<file path="config.mk">
export PLATFORM = sky130hd
export DESIGN_NAME = MulDivTop
export DESIGN_NICKNAME = d
export VERILOG_FILES = /design/src/design/MulDivOpTypes.sv /design/src/design/MulDivPipeTypes.sv /design/src/design/MulDivTop.sv /design/src/design/MulDivWriteback.sv /design/src/design/MulDivUnit.sv /design/src/design/DivUnit.sv /design/src/design/MulUnit.sv /design/src/design/MulDivIssue.sv
export VERILOG_INCLUDE_DIRS = /design/src /design/src/design
export SDC_FILE = /design/constraint.sdc
export NUM_CORES = 2
export LEC_CHECK = 0
export BUFFER_PORTS_ARGS = -buffer_cell sky130_fd_sc_hd__buf_2
export CAP_MARGIN = 5
export CORE_MARGIN = 1.5
export CORE_UTILIZATION = 60
export CTS_CLUSTER_DIAMETER = 120
export DETAILED_ROUTE_END_ITERATION = 10
export PLACE_DENSITY_LB_ADDON = 0.25
export SYNTH_ARGS = -nofsm -noshare
export SYNTH_HDL_FRONTEND = slang
export SYNTH_SLANG_ARGS = --single-unit
</file>
<file path="constraint.sdc">
create_clock -name clk -period 7.6 [get_ports clk]
set_clock_uncertainty 0.05 [all_clocks]
set_input_delay 1.14 -clock clk [delete_from_list [all_inputs] [get_ports clk]]
set_output_delay 1.14 -clock clk [all_outputs]
set_load 0.02 [all_outputs]
</file>
<file path="src/design/MulDiv_consts.svh">
`ifndef MULDIV_CONSTS_SVH
`define MULDIV_CONSTS_SVH

// ############################################################
// Widths of the multiply/divide datapath.
// ############################################################

// Operand and result width, one RV32 word.
`define MULDIV_XLEN 32

// Destination register tag, x0..x31.
`define MULDIV_TAG_W 5

// ############################################################
// Timing.
// ############################################################

// Cycles from enable to done in the multiplier.
`define MULDIV_MUL_LATENCY 3

`endif
</file>
<file path="src/design/MulDivOpTypes.sv">
package MulDivOpTypes;

    // funct3 field of the RV32M OP instructions, as the issue stage hands it over.
    typedef enum logic [2:0] {
        Funct3Mul    = 3'b000,
        Funct3Mulh   = 3'b001,
        Funct3Mulhsu = 3'b010,
        Funct3Mulhu  = 3'b011,
        Funct3Div    = 3'b100,
        Funct3Divu   = 3'b101,
        Funct3Rem    = 3'b110,
        Funct3Remu   = 3'b111
    } Rv32mFunct3;

    // Internal command that steers the unit.
    typedef enum logic [2:0] {
        MulDivCommand_Mul,    // Low word, any sign.
        MulDivCommand_Mulh,   // High word, signed x signed.
        MulDivCommand_Mulhsu, // High word, signed x unsigned.
        MulDivCommand_Mulhu,  // High word, unsigned x unsigned.
        MulDivCommand_Div,
        MulDivCommand_Divu,
        MulDivCommand_Rem,
        MulDivCommand_Remu
    } MulDivCommand;

endpackage

</file>
<file path="src/design/MulDivPipeTypes.sv">
`include "MulDiv_consts.svh"

package MulDivPipeTypes;
    import MulDivOpTypes::*;

    // ############################################################
    // Issue stage to unit.
    // ############################################################
    typedef struct packed {
        Rv32mFunct3               funct3; // Operation select.
        logic [`MULDIV_XLEN-1:0]  src1;   // rs1 value.
        logic [`MULDIV_XLEN-1:0]  src2;   // rs2 value.
        logic [`MULDIV_TAG_W-1:0] tag;    // Destination register.
    } MulDivRequest;

    // ############################################################
    // Unit to write-back stage.
    // ############################################################
    typedef struct packed {
        logic [`MULDIV_XLEN-1:0]  value;  // Result word.
        logic [`MULDIV_TAG_W-1:0] tag;    // Copied from the request.
    } MulDivResponse;

endpackage

</file>
<file path="src/design/MulDivTop.sv">
`timescale 1ns/100ps
`include "MulDiv_consts.svh"

module MulDivTop
    import MulDivOpTypes::*;
    import MulDivPipeTypes::*;
(
    input  logic          clk,
    input  logic          rst,
    input  logic          reqValid,
    input  MulDivRequest  req,
    output logic          reqReady,
    output logic          rspValid,
    output MulDivResponse rsp,
    input  logic          rspReady,
    input  logic          stall,
    input  logic          flush
);
    MulDivCommand             command;
    logic [`MULDIV_XLEN-1:0]  src1;
    logic [`MULDIV_XLEN-1:0]  src2;
    logic [`MULDIV_TAG_W-1:0] tag;     // Held destination.
    logic                     enable;
    logic                     done;
    logic [`MULDIV_XLEN-1:0]  result;
    logic                     free;    // No operation outstanding.

    // Request side.
    MulDivIssue issue (
        .clk, .rst, .flush, .reqValid, .req, .free, .reqReady,
        .command, .src1, .src2, .tag, .enable
    );

    // Multiplier and divider.
    MulDivUnit unit (
        .done, .result, .command, .src1, .src2, .enable, .stall, .flush, .clk, .rst
    );

    // Response side.
    MulDivWriteback writeback (
        .clk, .rst, .flush, .enable, .done, .result, .tag,
        .rspReady, .rspValid, .rsp, .free
    );

endmodule

</file>
<file path="src/design/MulDivWriteback.sv">
`timescale 1ns/100ps
`include "MulDiv_consts.svh"

module MulDivWriteback
    import MulDivPipeTypes::*;
(
    input  logic                     clk,
    input  logic                     rst,
    input  logic                     flush,
    input  logic                     enable,   // Operation started.
    input  logic                     done,
    input  logic [`MULDIV_XLEN-1:0]  result,
    input  logic [`MULDIV_TAG_W-1:0] tag,
    input  logic                     rspReady,
    output logic                     rspValid,
    output MulDivResponse            rsp,
    output logic                     free
);
    typedef enum logic [1:0] {
        WbIdle, // Nothing outstanding.
        WbBusy, // Unit is working.
        WbHold  // Response waits for the core.
    } WbState;

    WbState state;

    always_ff @(posedge clk) begin
        if (rst || flush) begin
            state <= WbIdle; // A flushed operation never answers.
        end else begin
            case (state)
                WbIdle:  if (enable) state <= WbBusy;
                WbBusy:  if (done) state <= WbHold;
                default: if (rspReady) state <= WbIdle; // Transfer.
            endcase
        end
    end

    // Response register, loaded once per operation and steady while held.
    always_ff @(posedge clk) begin
        if (state == WbBusy && done) begin
            rsp.value <= result;
            rsp.tag <= tag;
        end
    end

    assign rspValid = (state == WbHold);
    assign free = (state == WbIdle) && !enable; // Low already in the enable cycle.

endmodule

</file>
<file path="src/design/MulDivUnit.sv">
`timescale 1ns/100ps
`include "MulDiv_consts.svh"

module MulDivUnit
    import MulDivOpTypes::*;
(
    output logic                    done,
    output logic [`MULDIV_XLEN-1:0] result,
    input  MulDivCommand            command,
    input  logic [`MULDIV_XLEN-1:0] src1,
    input  logic [`MULDIV_XLEN-1:0] src2,
    input  logic                    enable,
    input  logic                    stall,
    input  logic                    flush,
    input  logic                    clk,
    input  logic                    rst
);
    logic                    startPending; // Enable seen while stalled.
    logic                    start;
    logic                    mulStart;     // Start for multiply commands only.
    logic                    divStart;     // Start for divide and remainder commands.
    logic                    mulDone;
    logic [`MULDIV_XLEN-1:0] mulResult;
    logic                    mulHigh;
    logic                    mulSrc1Signed;
    logic                    mulSrc2Signed;
    logic                    divDone;
    logic [`MULDIV_XLEN-1:0] quotient;
    logic [`MULDIV_XLEN-1:0] remnant;
    logic                    divSigned;
    logic                    isMul;

    // The enable pulse is kept until the first unstalled cycle.
    always_ff @(posedge clk) begin
        if (rst || flush) begin
            startPending <= 1'b0;
        end else if (stall && enable) begin
            startPending <= 1'b1;
        end else if (!stall) begin
            startPending <= 1'b0;
        end
    end
    assign start = enable || startPending;

    // Only the unit that owns the command runs, so the divider is idle for the next one.
    assign mulStart = start && isMul;
    assign divStart = start && !isMul;

    MulUnit mulUnit (
        .done(mulDone), .result(mulResult), .high(mulHigh),
        .src1Signed(mulSrc1Signed), .src2Signed(mulSrc2Signed),
        .src1, .src2, .enable(mulStart), .stall, .flush, .clk, .rst
    );

    DivUnit #(
        .N(`MULDIV_XLEN)
    ) divUnit (
        .done(divDone), .quotient, .remnant, .isSigned(divSigned),
        .dividend(src1), .divisor(src2), .enable(divStart), .stall, .flush, .clk, .rst
    );

    // Controls from the command.
    assign isMul = (command == MulDivCommand_Mul) || mulHigh;
    assign mulHigh = (command == MulDivCommand_Mulh) || (command == MulDivCommand_Mulhsu) ||
                     (command == MulDivCommand_Mulhu);
    assign mulSrc1Signed = (command == MulDivCommand_Mulh) || (command == MulDivCommand_Mulhsu);
    assign mulSrc2Signed = (command == MulDivCommand_Mulh);
    assign divSigned = (command == MulDivCommand_Div) || (command == MulDivCommand_Rem);

    // Output steering.
    always_comb begin
        if (isMul) begin
            done = mulDone;
            result = mulResult;
        end else if (command == MulDivCommand_Div || command == MulDivCommand_Divu) begin
            done = divDone;
            result = quotient;
        end else begin
            done = divDone;  // REM and REMU.
            result = remnant;
        end
    end

endmodule

</file>
<file path="src/design/DivUnit.sv">
`timescale 1ns/100ps

module DivUnit #(
    parameter int N = 32
) (
    output logic         done,
    output logic [N-1:0] quotient,
    output logic [N-1:0] remnant,
    input  logic         isSigned,
    input  logic [N-1:0] dividend,
    input  logic [N-1:0] divisor,
    input  logic         enable,
    input  logic         stall,
    input  logic         flush,
    input  logic         clk,
    input  logic         rst
);
    typedef enum logic [1:0] {
        DivIdle, // Waiting for enable.
        DivRun,  // N shift-subtract steps.
        DivFix   // Signs applied, done high.
    } DivState;

    DivState              state;
    logic [$clog2(N)-1:0] count;       // Steps left minus one.
    logic [N-1:0]         quo;         // Dividend bits out, quotient bits in.
    logic [N-1:0]         rem;         // Partial remainder.
    logic [N-1:0]         dvsr;        // Divisor magnitude.
    logic                 quoNeg;
    logic                 remNeg;
    logic                 overflow;    // Most-negative / -1.
    logic                 dividendNeg;
    logic                 divisorNeg;
    logic [N:0]           shifted;     // Remainder with the next dividend bit.
    logic [N:0]           diff;        // Trial subtraction, bit N is the borrow.

    assign dividendNeg = isSigned && dividend[N-1];
    assign divisorNeg = isSigned && divisor[N-1];
    assign shifted = {rem, quo[N-1]};
    assign diff = shifted - {1'b0, dvsr};

    // ############################################################
    // Control.
    // ############################################################
    always_ff @(posedge clk) begin
        if (rst || flush) begin
            state <= DivIdle;
        end else if (!stall) begin
            case (state)
                DivIdle: if (enable) state <= DivRun;
                DivRun:  if (count == '0) state <= DivFix; // Last step.
                default: state <= DivIdle;                 // Result taken in DivFix.
            endcase
        end
    end

    // ############################################################
    // Datapath.
    // ############################################################
    always_ff @(posedge clk) begin
        if (!stall) begin
            if (state == DivIdle && enable) begin
                // Work on magnitudes, remember the signs.
                quo <= dividendNeg ? -dividend : dividend;
                dvsr <= divisorNeg ? -divisor : divisor;
                rem <= '0;
                count <= $clog2(N)'(N - 1);
                // A zero divisor keeps the all-ones quotient unsigned.
                quoNeg <= (dividendNeg ^ divisorNeg) && (divisor != '0);
                remNeg <= dividendNeg; // Remainder follows the dividend.
                overflow <= dividendNeg && (dividend[N-2:0] == '0) && divisorNeg && (&divisor);
            end else if (state == DivRun) begin
                count <= count - 1'b1;
                if (!diff[N]) begin // No borrow, keep the difference.
                    rem <= diff[N-1:0];
                    quo <= {quo[N-2:0], 1'b1};
                end else begin      // Restore.
                    rem <= shifted[N-1:0];
                    quo <= {quo[N-2:0], 1'b0};
                end
            end
        end
    end

    // Fix-up, visible while the state is DivFix.
    always_comb begin
        quotient = quoNeg ? -quo : quo;
        remnant = remNeg ? -rem : rem;
        if (overflow) begin
            quotient = {1'b1, {(N-1){1'b0}}}; // Dividend comes back unchanged.
            remnant = '0;
        end
    end

    assign done = (state == DivFix) && !stall;

endmodule

</file>
<file path="src/design/MulUnit.sv">
`timescale 1ns/100ps
`include "MulDiv_consts.svh"

module MulUnit (
    output logic                    done,
    output logic [`MULDIV_XLEN-1:0] result,
    input  logic                    high,
    input  logic                    src1Signed,
    input  logic                    src2Signed,
    input  logic [`MULDIV_XLEN-1:0] src1,
    input  logic [`MULDIV_XLEN-1:0] src2,
    input  logic                    enable,
    input  logic                    stall,
    input  logic                    flush,
    input  logic                    clk,
    input  logic                    rst
);
    localparam int W = `MULDIV_XLEN;
    localparam int LAT = `MULDIV_MUL_LATENCY;

    // One valid bit per stage; the datapath below is built as three stages.
    logic [LAT-1:0] valid;

    // Stage 1: operands extended to 33 bits.
    logic signed [W:0] opA;
    logic signed [W:0] opB;
    logic              high1;

    // Stage 2: full product.
    logic signed [2*W+1:0] product;
    logic                  high2;

    // Stage 3: selected word.
    logic [W-1:0] word;

    // ############################################################
    // Valid chain.
    // ############################################################
    always_ff @(posedge clk) begin
        if (rst || flush) begin
            valid <= '0;
        end else if (!stall) begin
            valid <= {valid[LAT-2:0], enable}; // Shift one stage per cycle.
        end
    end

    // ############################################################
    // Datapath; stall freezes every stage.
    // ############################################################
    always_ff @(posedge clk) begin
        if (!stall) begin
            opA <= {src1Signed & src1[W-1], src1}; // Sign or zero extension.
            opB <= {src2Signed & src2[W-1], src2};
            high1 <= high;

            product <= opA * opB; // 33 x 33 signed covers all three sign modes.
            high2 <= high1;

            // MULH* take bits 63:32, MUL takes 31:0.
            word <= high2 ? product[2*W-1:W] : product[W-1:0];
        end
    end

    // Done drops during a stall so the result is taken exactly once.
    assign done = valid[LAT-1] && !stall;
    assign result = word;

endmodule

</file>
<file path="src/design/MulDivIssue.sv">
`timescale 1ns/100ps
`include "MulDiv_consts.svh"

module MulDivIssue
    import MulDivOpTypes::*;
    import MulDivPipeTypes::*;
(
    input  logic                     clk,
    input  logic                     rst,
    input  logic                     flush,
    input  logic                     reqValid,
    input  MulDivRequest             req,
    input  logic                     free,
    output logic                     reqReady,
    output MulDivCommand             command,
    output logic [`MULDIV_XLEN-1:0]  src1,
    output logic [`MULDIV_XLEN-1:0]  src2,
    output logic [`MULDIV_TAG_W-1:0] tag,
    output logic                     enable
);
    logic         accept;  // Request transfers on this edge.
    MulDivCommand decoded;

    // Only one operation in flight, so ready follows the write-back side.
    assign reqReady = free;
    assign accept = reqValid && reqReady && !flush; // A flush wins over a new request.

    // funct3 to command.
    always_comb begin
        case (req.funct3)
            Funct3Mul:    decoded = MulDivCommand_Mul;
            Funct3Mulh:   decoded = MulDivCommand_Mulh;
            Funct3Mulhsu: decoded = MulDivCommand_Mulhsu;
            Funct3Mulhu:  decoded = MulDivCommand_Mulhu;
            Funct3Div:    decoded = MulDivCommand_Div;
            Funct3Divu:   decoded = MulDivCommand_Divu;
            Funct3Rem:    decoded = MulDivCommand_Rem;
            Funct3Remu:   decoded = MulDivCommand_Remu;
            default:      decoded = MulDivCommand_Mul;
        endcase
    end

    // Control: one-cycle enable, command held until the next request.
    always_ff @(posedge clk) begin
        if (rst || flush) begin
            enable <= 1'b0;
            command <= MulDivCommand_Mul;
        end else begin
            enable <= accept; // Pulse in the cycle after acceptance.
            if (accept) begin
                command <= decoded;
            end
        end
    end

    // Operands and tag stay put for the whole operation.
    // The unit reads them again after a stalled start.
    always_ff @(posedge clk) begin
        if (accept) begin
            src1 <= req.src1;
            src2 <= req.src2;
            tag <= req.tag;
        end
    end

endmodule

</file>
# Word level (Yosys, flattened, before mapping)
# Memory sizes are Yosys's and may differ from the RTL's. A register that Yosys moved wholly into a read port is not among the register bits.
# Index checks and enable logic that the tools add are counted.
# totals
rom_bits	24
out_inout_bits	39
inputBits	78
memories	1
reg_bits	383
# memory_table
memory	words	word_bits	rd	rd_ports_with_merged_regs	write_ports	line	text
(no name shown)	8	3	1	1	0	MulDivIssue.sv:30	case (req.funct3)
# classes
eq_ne	15
addsub	6
mux	25
bitwise	4
mul	1
reduce_logical	40
# ops
op	count
$mux 32	13
$neg 32->32	4
$mul 33x33->64	1
$sub 33x32->33	1
$reduce_and 32->1	1
$reduce_bool 32->1	1
$logic_not 31->1	1
$logic_and 1x1->1	16
$mux 2	5
$eq 3x3->1 const B	3
$pmux 2 s2	2
$logic_or 1x1->1	7
$eq 3x2->1 const B	2
$ne 2x2->1 const B	3
$reduce_and 3->1	2
$logic_not 5->1	1
$mux 5	1
$sub 5x1->5 const B	1
$eq 2x1->1 const B	2
$eq 2x2->1 const B	2
$logic_not 1->1	4
$logic_not 2->1	2
$mux 1	4
$ne 2x1->1 const B	2
8 further kinds	10

# Longest topological paths before layout
# depth
word_depth	9
mapped_depth	29

# By module
# From an unflattened synthesis, not the netlist that was laid out.
# unflattened
hier_cells	5660
area_unflattened_um2	56999.7
# modules_own_cells
module	area_per_inst_um2	cells_each	instances
MulUnit	43763.2	4347	1
DivUnit	8991.1	1057	1
MulDivIssue	2237.1	87	1
MulDivWriteback	1211.2	49	1
MulDivUnit	797.0	120	1

# Worst setup path after synthesis
# No wires, ideal clock.
# synth_path
path_kind	register -> register
startpoint	register unit.mulUnit.opA[32]
endpoint	register unit.mulUnit.product[63], data pin
setup_slack_ns	-0.257
setup_time_ns	0.263
stages_incl_launch_ff	30
t_arrival_ns	7.545
synth_period_minus_slack_ns	7.857
path_buffers	2
required_time_ns	7.287
path_cell_list	edfxtp_1 -> clkbuf_1 -> nand2_1 -> inv_1 -> fa_1 -> inv_1 -> fa_1 -> inv_1 -> fa_1 -> inv_1 -> fa_1 -> inv_1 -> fa_1 -> fa_1 -> fa_1 -> inv_1 -> fa_1 -> inv_1 -> ha_1 -> buf_2 -> and4_1 -> nand2_1 -> or3b_1 -> o21ai_1 -> o31ai_4 -> o31ai_2 -> a221o_1 -> nand4_1 -> o41ai_2 -> xnor2_1
# synth_via
elab_chain_cells	1
# synth_rtl
element	line	text
start: declaration	MulUnit.sv:25	logic signed [W:0] opA;
start signal: assignment	MulUnit.sv:52	opA <= {src1Signed & src1[W-1], src1};
$mul 33x33->64	MulUnit.sv:56	product <= opA * opB;
end signal: assignment	MulUnit.sv:56	
end: declaration	MulUnit.sv:30	logic signed [2*W+1:0] product;
# Every way passes these cells.
# A chain may end at the register's enable or synchronous reset.

# Worst setup path after layout
# layout_path
startpoint	register unit.mulUnit.opA[9]
endpoint	register unit.mulUnit.product[55], data pin
# The elaborated chain is that of the path after synthesis.

==> summary.md <==
| Metric | Value |
|---|---|
| Layout cells sized above 1 | `roughly 16%` |
| Compound-gate portion of the synthesized area | `between 5 and 6%` |
| Most common cell after layout, fill and taps aside | `inv_1` |
| Pin slew with the least headroom to its limit | `approximately 1100 ps` |
| Vias in the first global route | `43,400` |
| Detailed placement HPWL | `134,000 um` |
| Register area share after synthesis | `approximately 20%` |
| Simple-gate portion of the synthesized area | `roughly 14%` |
| Area grow syn2layout | `14.3%` |
| Design area | `around 0.065 sq mm` |
| DRC viols | `0` |
| Average cell area after synthesis | `roughly 10 sq um` |
| Die ar. | `about 0.096 sq mm` |
| Largest net degree at the start of global routing | `79` |
| Clock root buffer | `clkbuf_16` |
| Gr usage total | `a little over a third` |
| Final worst path period share | `104%` |
| Mapped Nets | `about 7,000` |
| Vias | `~41,000` |
| Final RePlAce weighted congestion | `around 0.96` |
| Synth Area in XOR/XNOR | `under 10%` |
| Mapped Cells | `around 5,600` |
| IO buf count | `116` |
| Req. time, crit path | `approximately 7900 ps` |
| Crit path buffers/inverters | `7` |
| Avg WL per Cell | `approximately 22 um` |
| Cell mode on critical path | `fa_1` |
| Slew headroom | `between 20% and 30%` |
| Crit. End Element | `flop` |
| Cell area after synthesis | `0.0564 sq mm` |
| Post-synthesis cell type count | `between 70 and 80` |
| Final setup viols | `25` |
| FILL cells | `6,927` |
| Sequential Area | `about 0.011 sq mm` |
| Startpoint types | `flop` |
| Num CTS Buffers | `42` |
| Initial Util | `just over 60%` |
| Multi-input gate area | `0.0404 sq mm` |
| Proportion of synthesized area in mux cells | `roughly 1.2%` |
| Synth Flop Type | `edfxtp_1` |
| Worst path top cell family by delay | `adder cells` |
| DP Worst Slack | `-534 ps` |
| RSZ-0062 raised after global routing | `yes` |
| Failing checks | `negative setup slack` |
| Crit Path Category | `flop to flop` |
| CTS tree | `built` |
| Placed Area | `0.0616 sq mm` |
| Rows | `about 110` |
| Initial antenna violation count | `9` |
| Number of synthesized flops with an enable pin | `between 300 and 400` |
| Synthesis Warnings | `0` |
| Commonest cells after routing, fill and taps aside | `inv_1, fa_1, nand2_1, and2_1, buf_4` |
| Status | `complete, but fails checks` |
| Core Util, Final | `69.2%` |
| Worst R2R Start | `unit.mulUnit.opA[9]$_DFFE_PN_` |
| Reg clk slew, reported paths | `about 70 ps` |
| IO Pins | `around 120` |
| Top achievable clock speed | `about 130 MHz` |
| Die width | `310 um` |
| Crit path max fanout | `6` |
| Ys async rst share | `0%` |
| CTS Hold Bufs | `0` |
| Fin crit period | `7940 ps` |
| WP data arrival | `approximately 8000 ps` |
| Crit. Startpoint | `unit.mulUnit.opA[9]$_DFFE_PN_` |
| Worst-Skew Late Latency | `approximately 600 ps` |
| PnR worst setup slack | `-338 ps` |
| Die Span Y | `just over 300 um` |
| Core area | `between 0.09 and 0.1 sq mm` |
| WL final | `162,000 um` |
| Max cap viols | `0` |
| Total gr overflow | `0` |
| CTS Sinks | `just under 400` |
| Post-synthesis adder-cell area fraction | `around 45%` |
| Min Hold Slack | `between 300 and 400 ps` |
| Hold violation count in the final report | `0` |
| H-tree levels | `2` |
| Vias per cell | `between 5 and 6` |
| DRT iter0 DRCs | `approximately 3,400` |
| Largest family of logic cells by synthesized area | `adder cells` |
| Largest stage delay, worst path | `around 600 ps` |
| Clock Path Buffers | `3` |
| Detail Route Antenna Nets | `0` |
| First-pass GRT wire length | `249,000 um` |
| #FFs+latches synth | `~390` |
| Worst hold path type | `flop to flop` |
| Critical path's slowest cell | `fa_2` |
| Nets | `~7,500` |
| Hold wc startpoint | `issue.tag[3]$_DFFE_PP_` |
| Slew Viols, Final | `0` |
| Pre-antenna DRT Iters | `6` |
## worst register-to-register path, cell delays in order (launching register included)
cell and delay [ps]:
edfxtp_1 450, buf_12 200, buf_8 160, and2_1 190, fa_1 540, inv_1 60
fa_1 490, inv_1 60, fa_1 500, fa_2 420, fa_2 610, fa_2 460
fa_1 500, inv_1 50, fa_1 470, inv_1 50, ha_1 200, a21oi_2 170
o21ai_2 90, a221oi_4 370, o21ai_2 120, o31ai_4 320, buf_6 160, o31ai_4 50
a221o_1 400, a41oi_2 240, o21ai_1 120, xor2_1 150
## repair_timing
item                       in CTS  in global routing
setup endpoints to repair      30                 36
pin swaps                      40                 71
hold endpoints to repair        0                  0
buffers inserted               29                 29
cloned                          1                  1
resized for setup             134                121
## final cells by class
| cell class | instances | area share, % |
|---|---|---|
| inverter | 1192 | 6.95 |
| tap | 1254 | 2.43 |
| multi-input combinational | 3747 | 62.6 |
| timing repair buffer | 632 | 7.96 |
| antenna | 9 | 0.0349 |
| clock buffer | 43 | 1.63 |
| clock inverter | 33 | 0.656 |
| sequential | 386 | 17.8 |
## worst paths after layout
path / endpoint / slack (ps) / cells past startpoint
setup / recovery: unit.mulUnit.product[55]$_DFFE_PN_ / -340 / 27
hold / removal: writeback.rsp[3]$_DFFE_PP_ / 350 / 0
setup reg to reg: unit.mulUnit.product[55]$_DFFE_PN_ / -340 / 27
hold reg to reg: writeback.rsp[3]$_DFFE_PP_ / 350 / 0
## stage by stage
| step | setup TNS (ps) | cells |
|---|---|---|
| CTS | -2010 | 7262 |
| finish | -3380 | 7296 |
| floorplan | -34.6 | 5594 |
| global placement | -3530 | 7156 |
| global route | -10440 | 7288 |
| detailed placement | -5820 | 7156 |
## synthesized netlist by cell type (12+ instances only)
cell | instances | area share [%]
or4_1 | 14 | 0.19
ha_1 | 250 | 5.5
nor3_1 | 37 | 0.33
mux2_2 | 32 | 0.64
xnor2_1 | 127 | 2.0
xor2_1 | 90 | 1.4
nand2b_1 | 30 | 0.33
o21bai_1 | 17 | 0.23
dfxtp_1 | 12 | 0.43
and2_1 | 545 | 6.0
inv_1 | 1192 | 7.9
and3_1 | 15 | 0.17
nand3_1 | 27 | 0.24
fa_1 | 1126 | 40
nand4_1 | 33 | 0.37
o22ai_1 | 35 | 0.39
mux2i_1 | 31 | 0.55
nand2_1 | 656 | 4.4
clkbuf_1 | 255 | 1.7
nor2_1 | 140 | 0.93
a31oi_1 | 14 | 0.16
o31ai_1 | 34 | 0.45
nor2b_1 | 34 | 0.38
o21ai_0 | 109 | 0.97
a21o_1 | 75 | 1.0
edfxtp_1 | 374 | 20
o21a_1 | 14 | 0.19
nor4_1 | 19 | 0.21
a21oi_1 | 127 | 1.1
## per-layer routing
| layer | track usage, % | up-vias | wire length (um) |
|---|---|---|---|
| met5 | 0 | - | 55 |
| met4 | 19.2 | 8 | 10800 |
| met3 | 6.83 | 521 | 13400 |
| met2 | 58.1 | 1810 | 79000 |
| met1 | 42.8 | 20700 | 59000 |
| li1 | - | 17900 | - |
## registers in the layout, indices dropped and copies added (netlist names), 33 cells and up
register	count
unit.mulUnit.product	64
writeback.rsp	37
unit.mulUnit.opA	33
unit.mulUnit.opB	33
## logic make-up (layout without fill, tap and decap cells)
logic type	count (synthesis)	in the layout
multiplexers	64	64
buffers and inverters	1461	1900
XOR/XNOR	217	217
adder cells (fa/ha/maj)	1376	1376
other	0	9
flip-flops	386	386
AND/OR/NAND/NOR	1587	1587
AO/OA/AOI/OAI	503	503
Power is not shown: default switching activity piles up to over one toggle a cycle in this logic, so the estimate is an artifact.
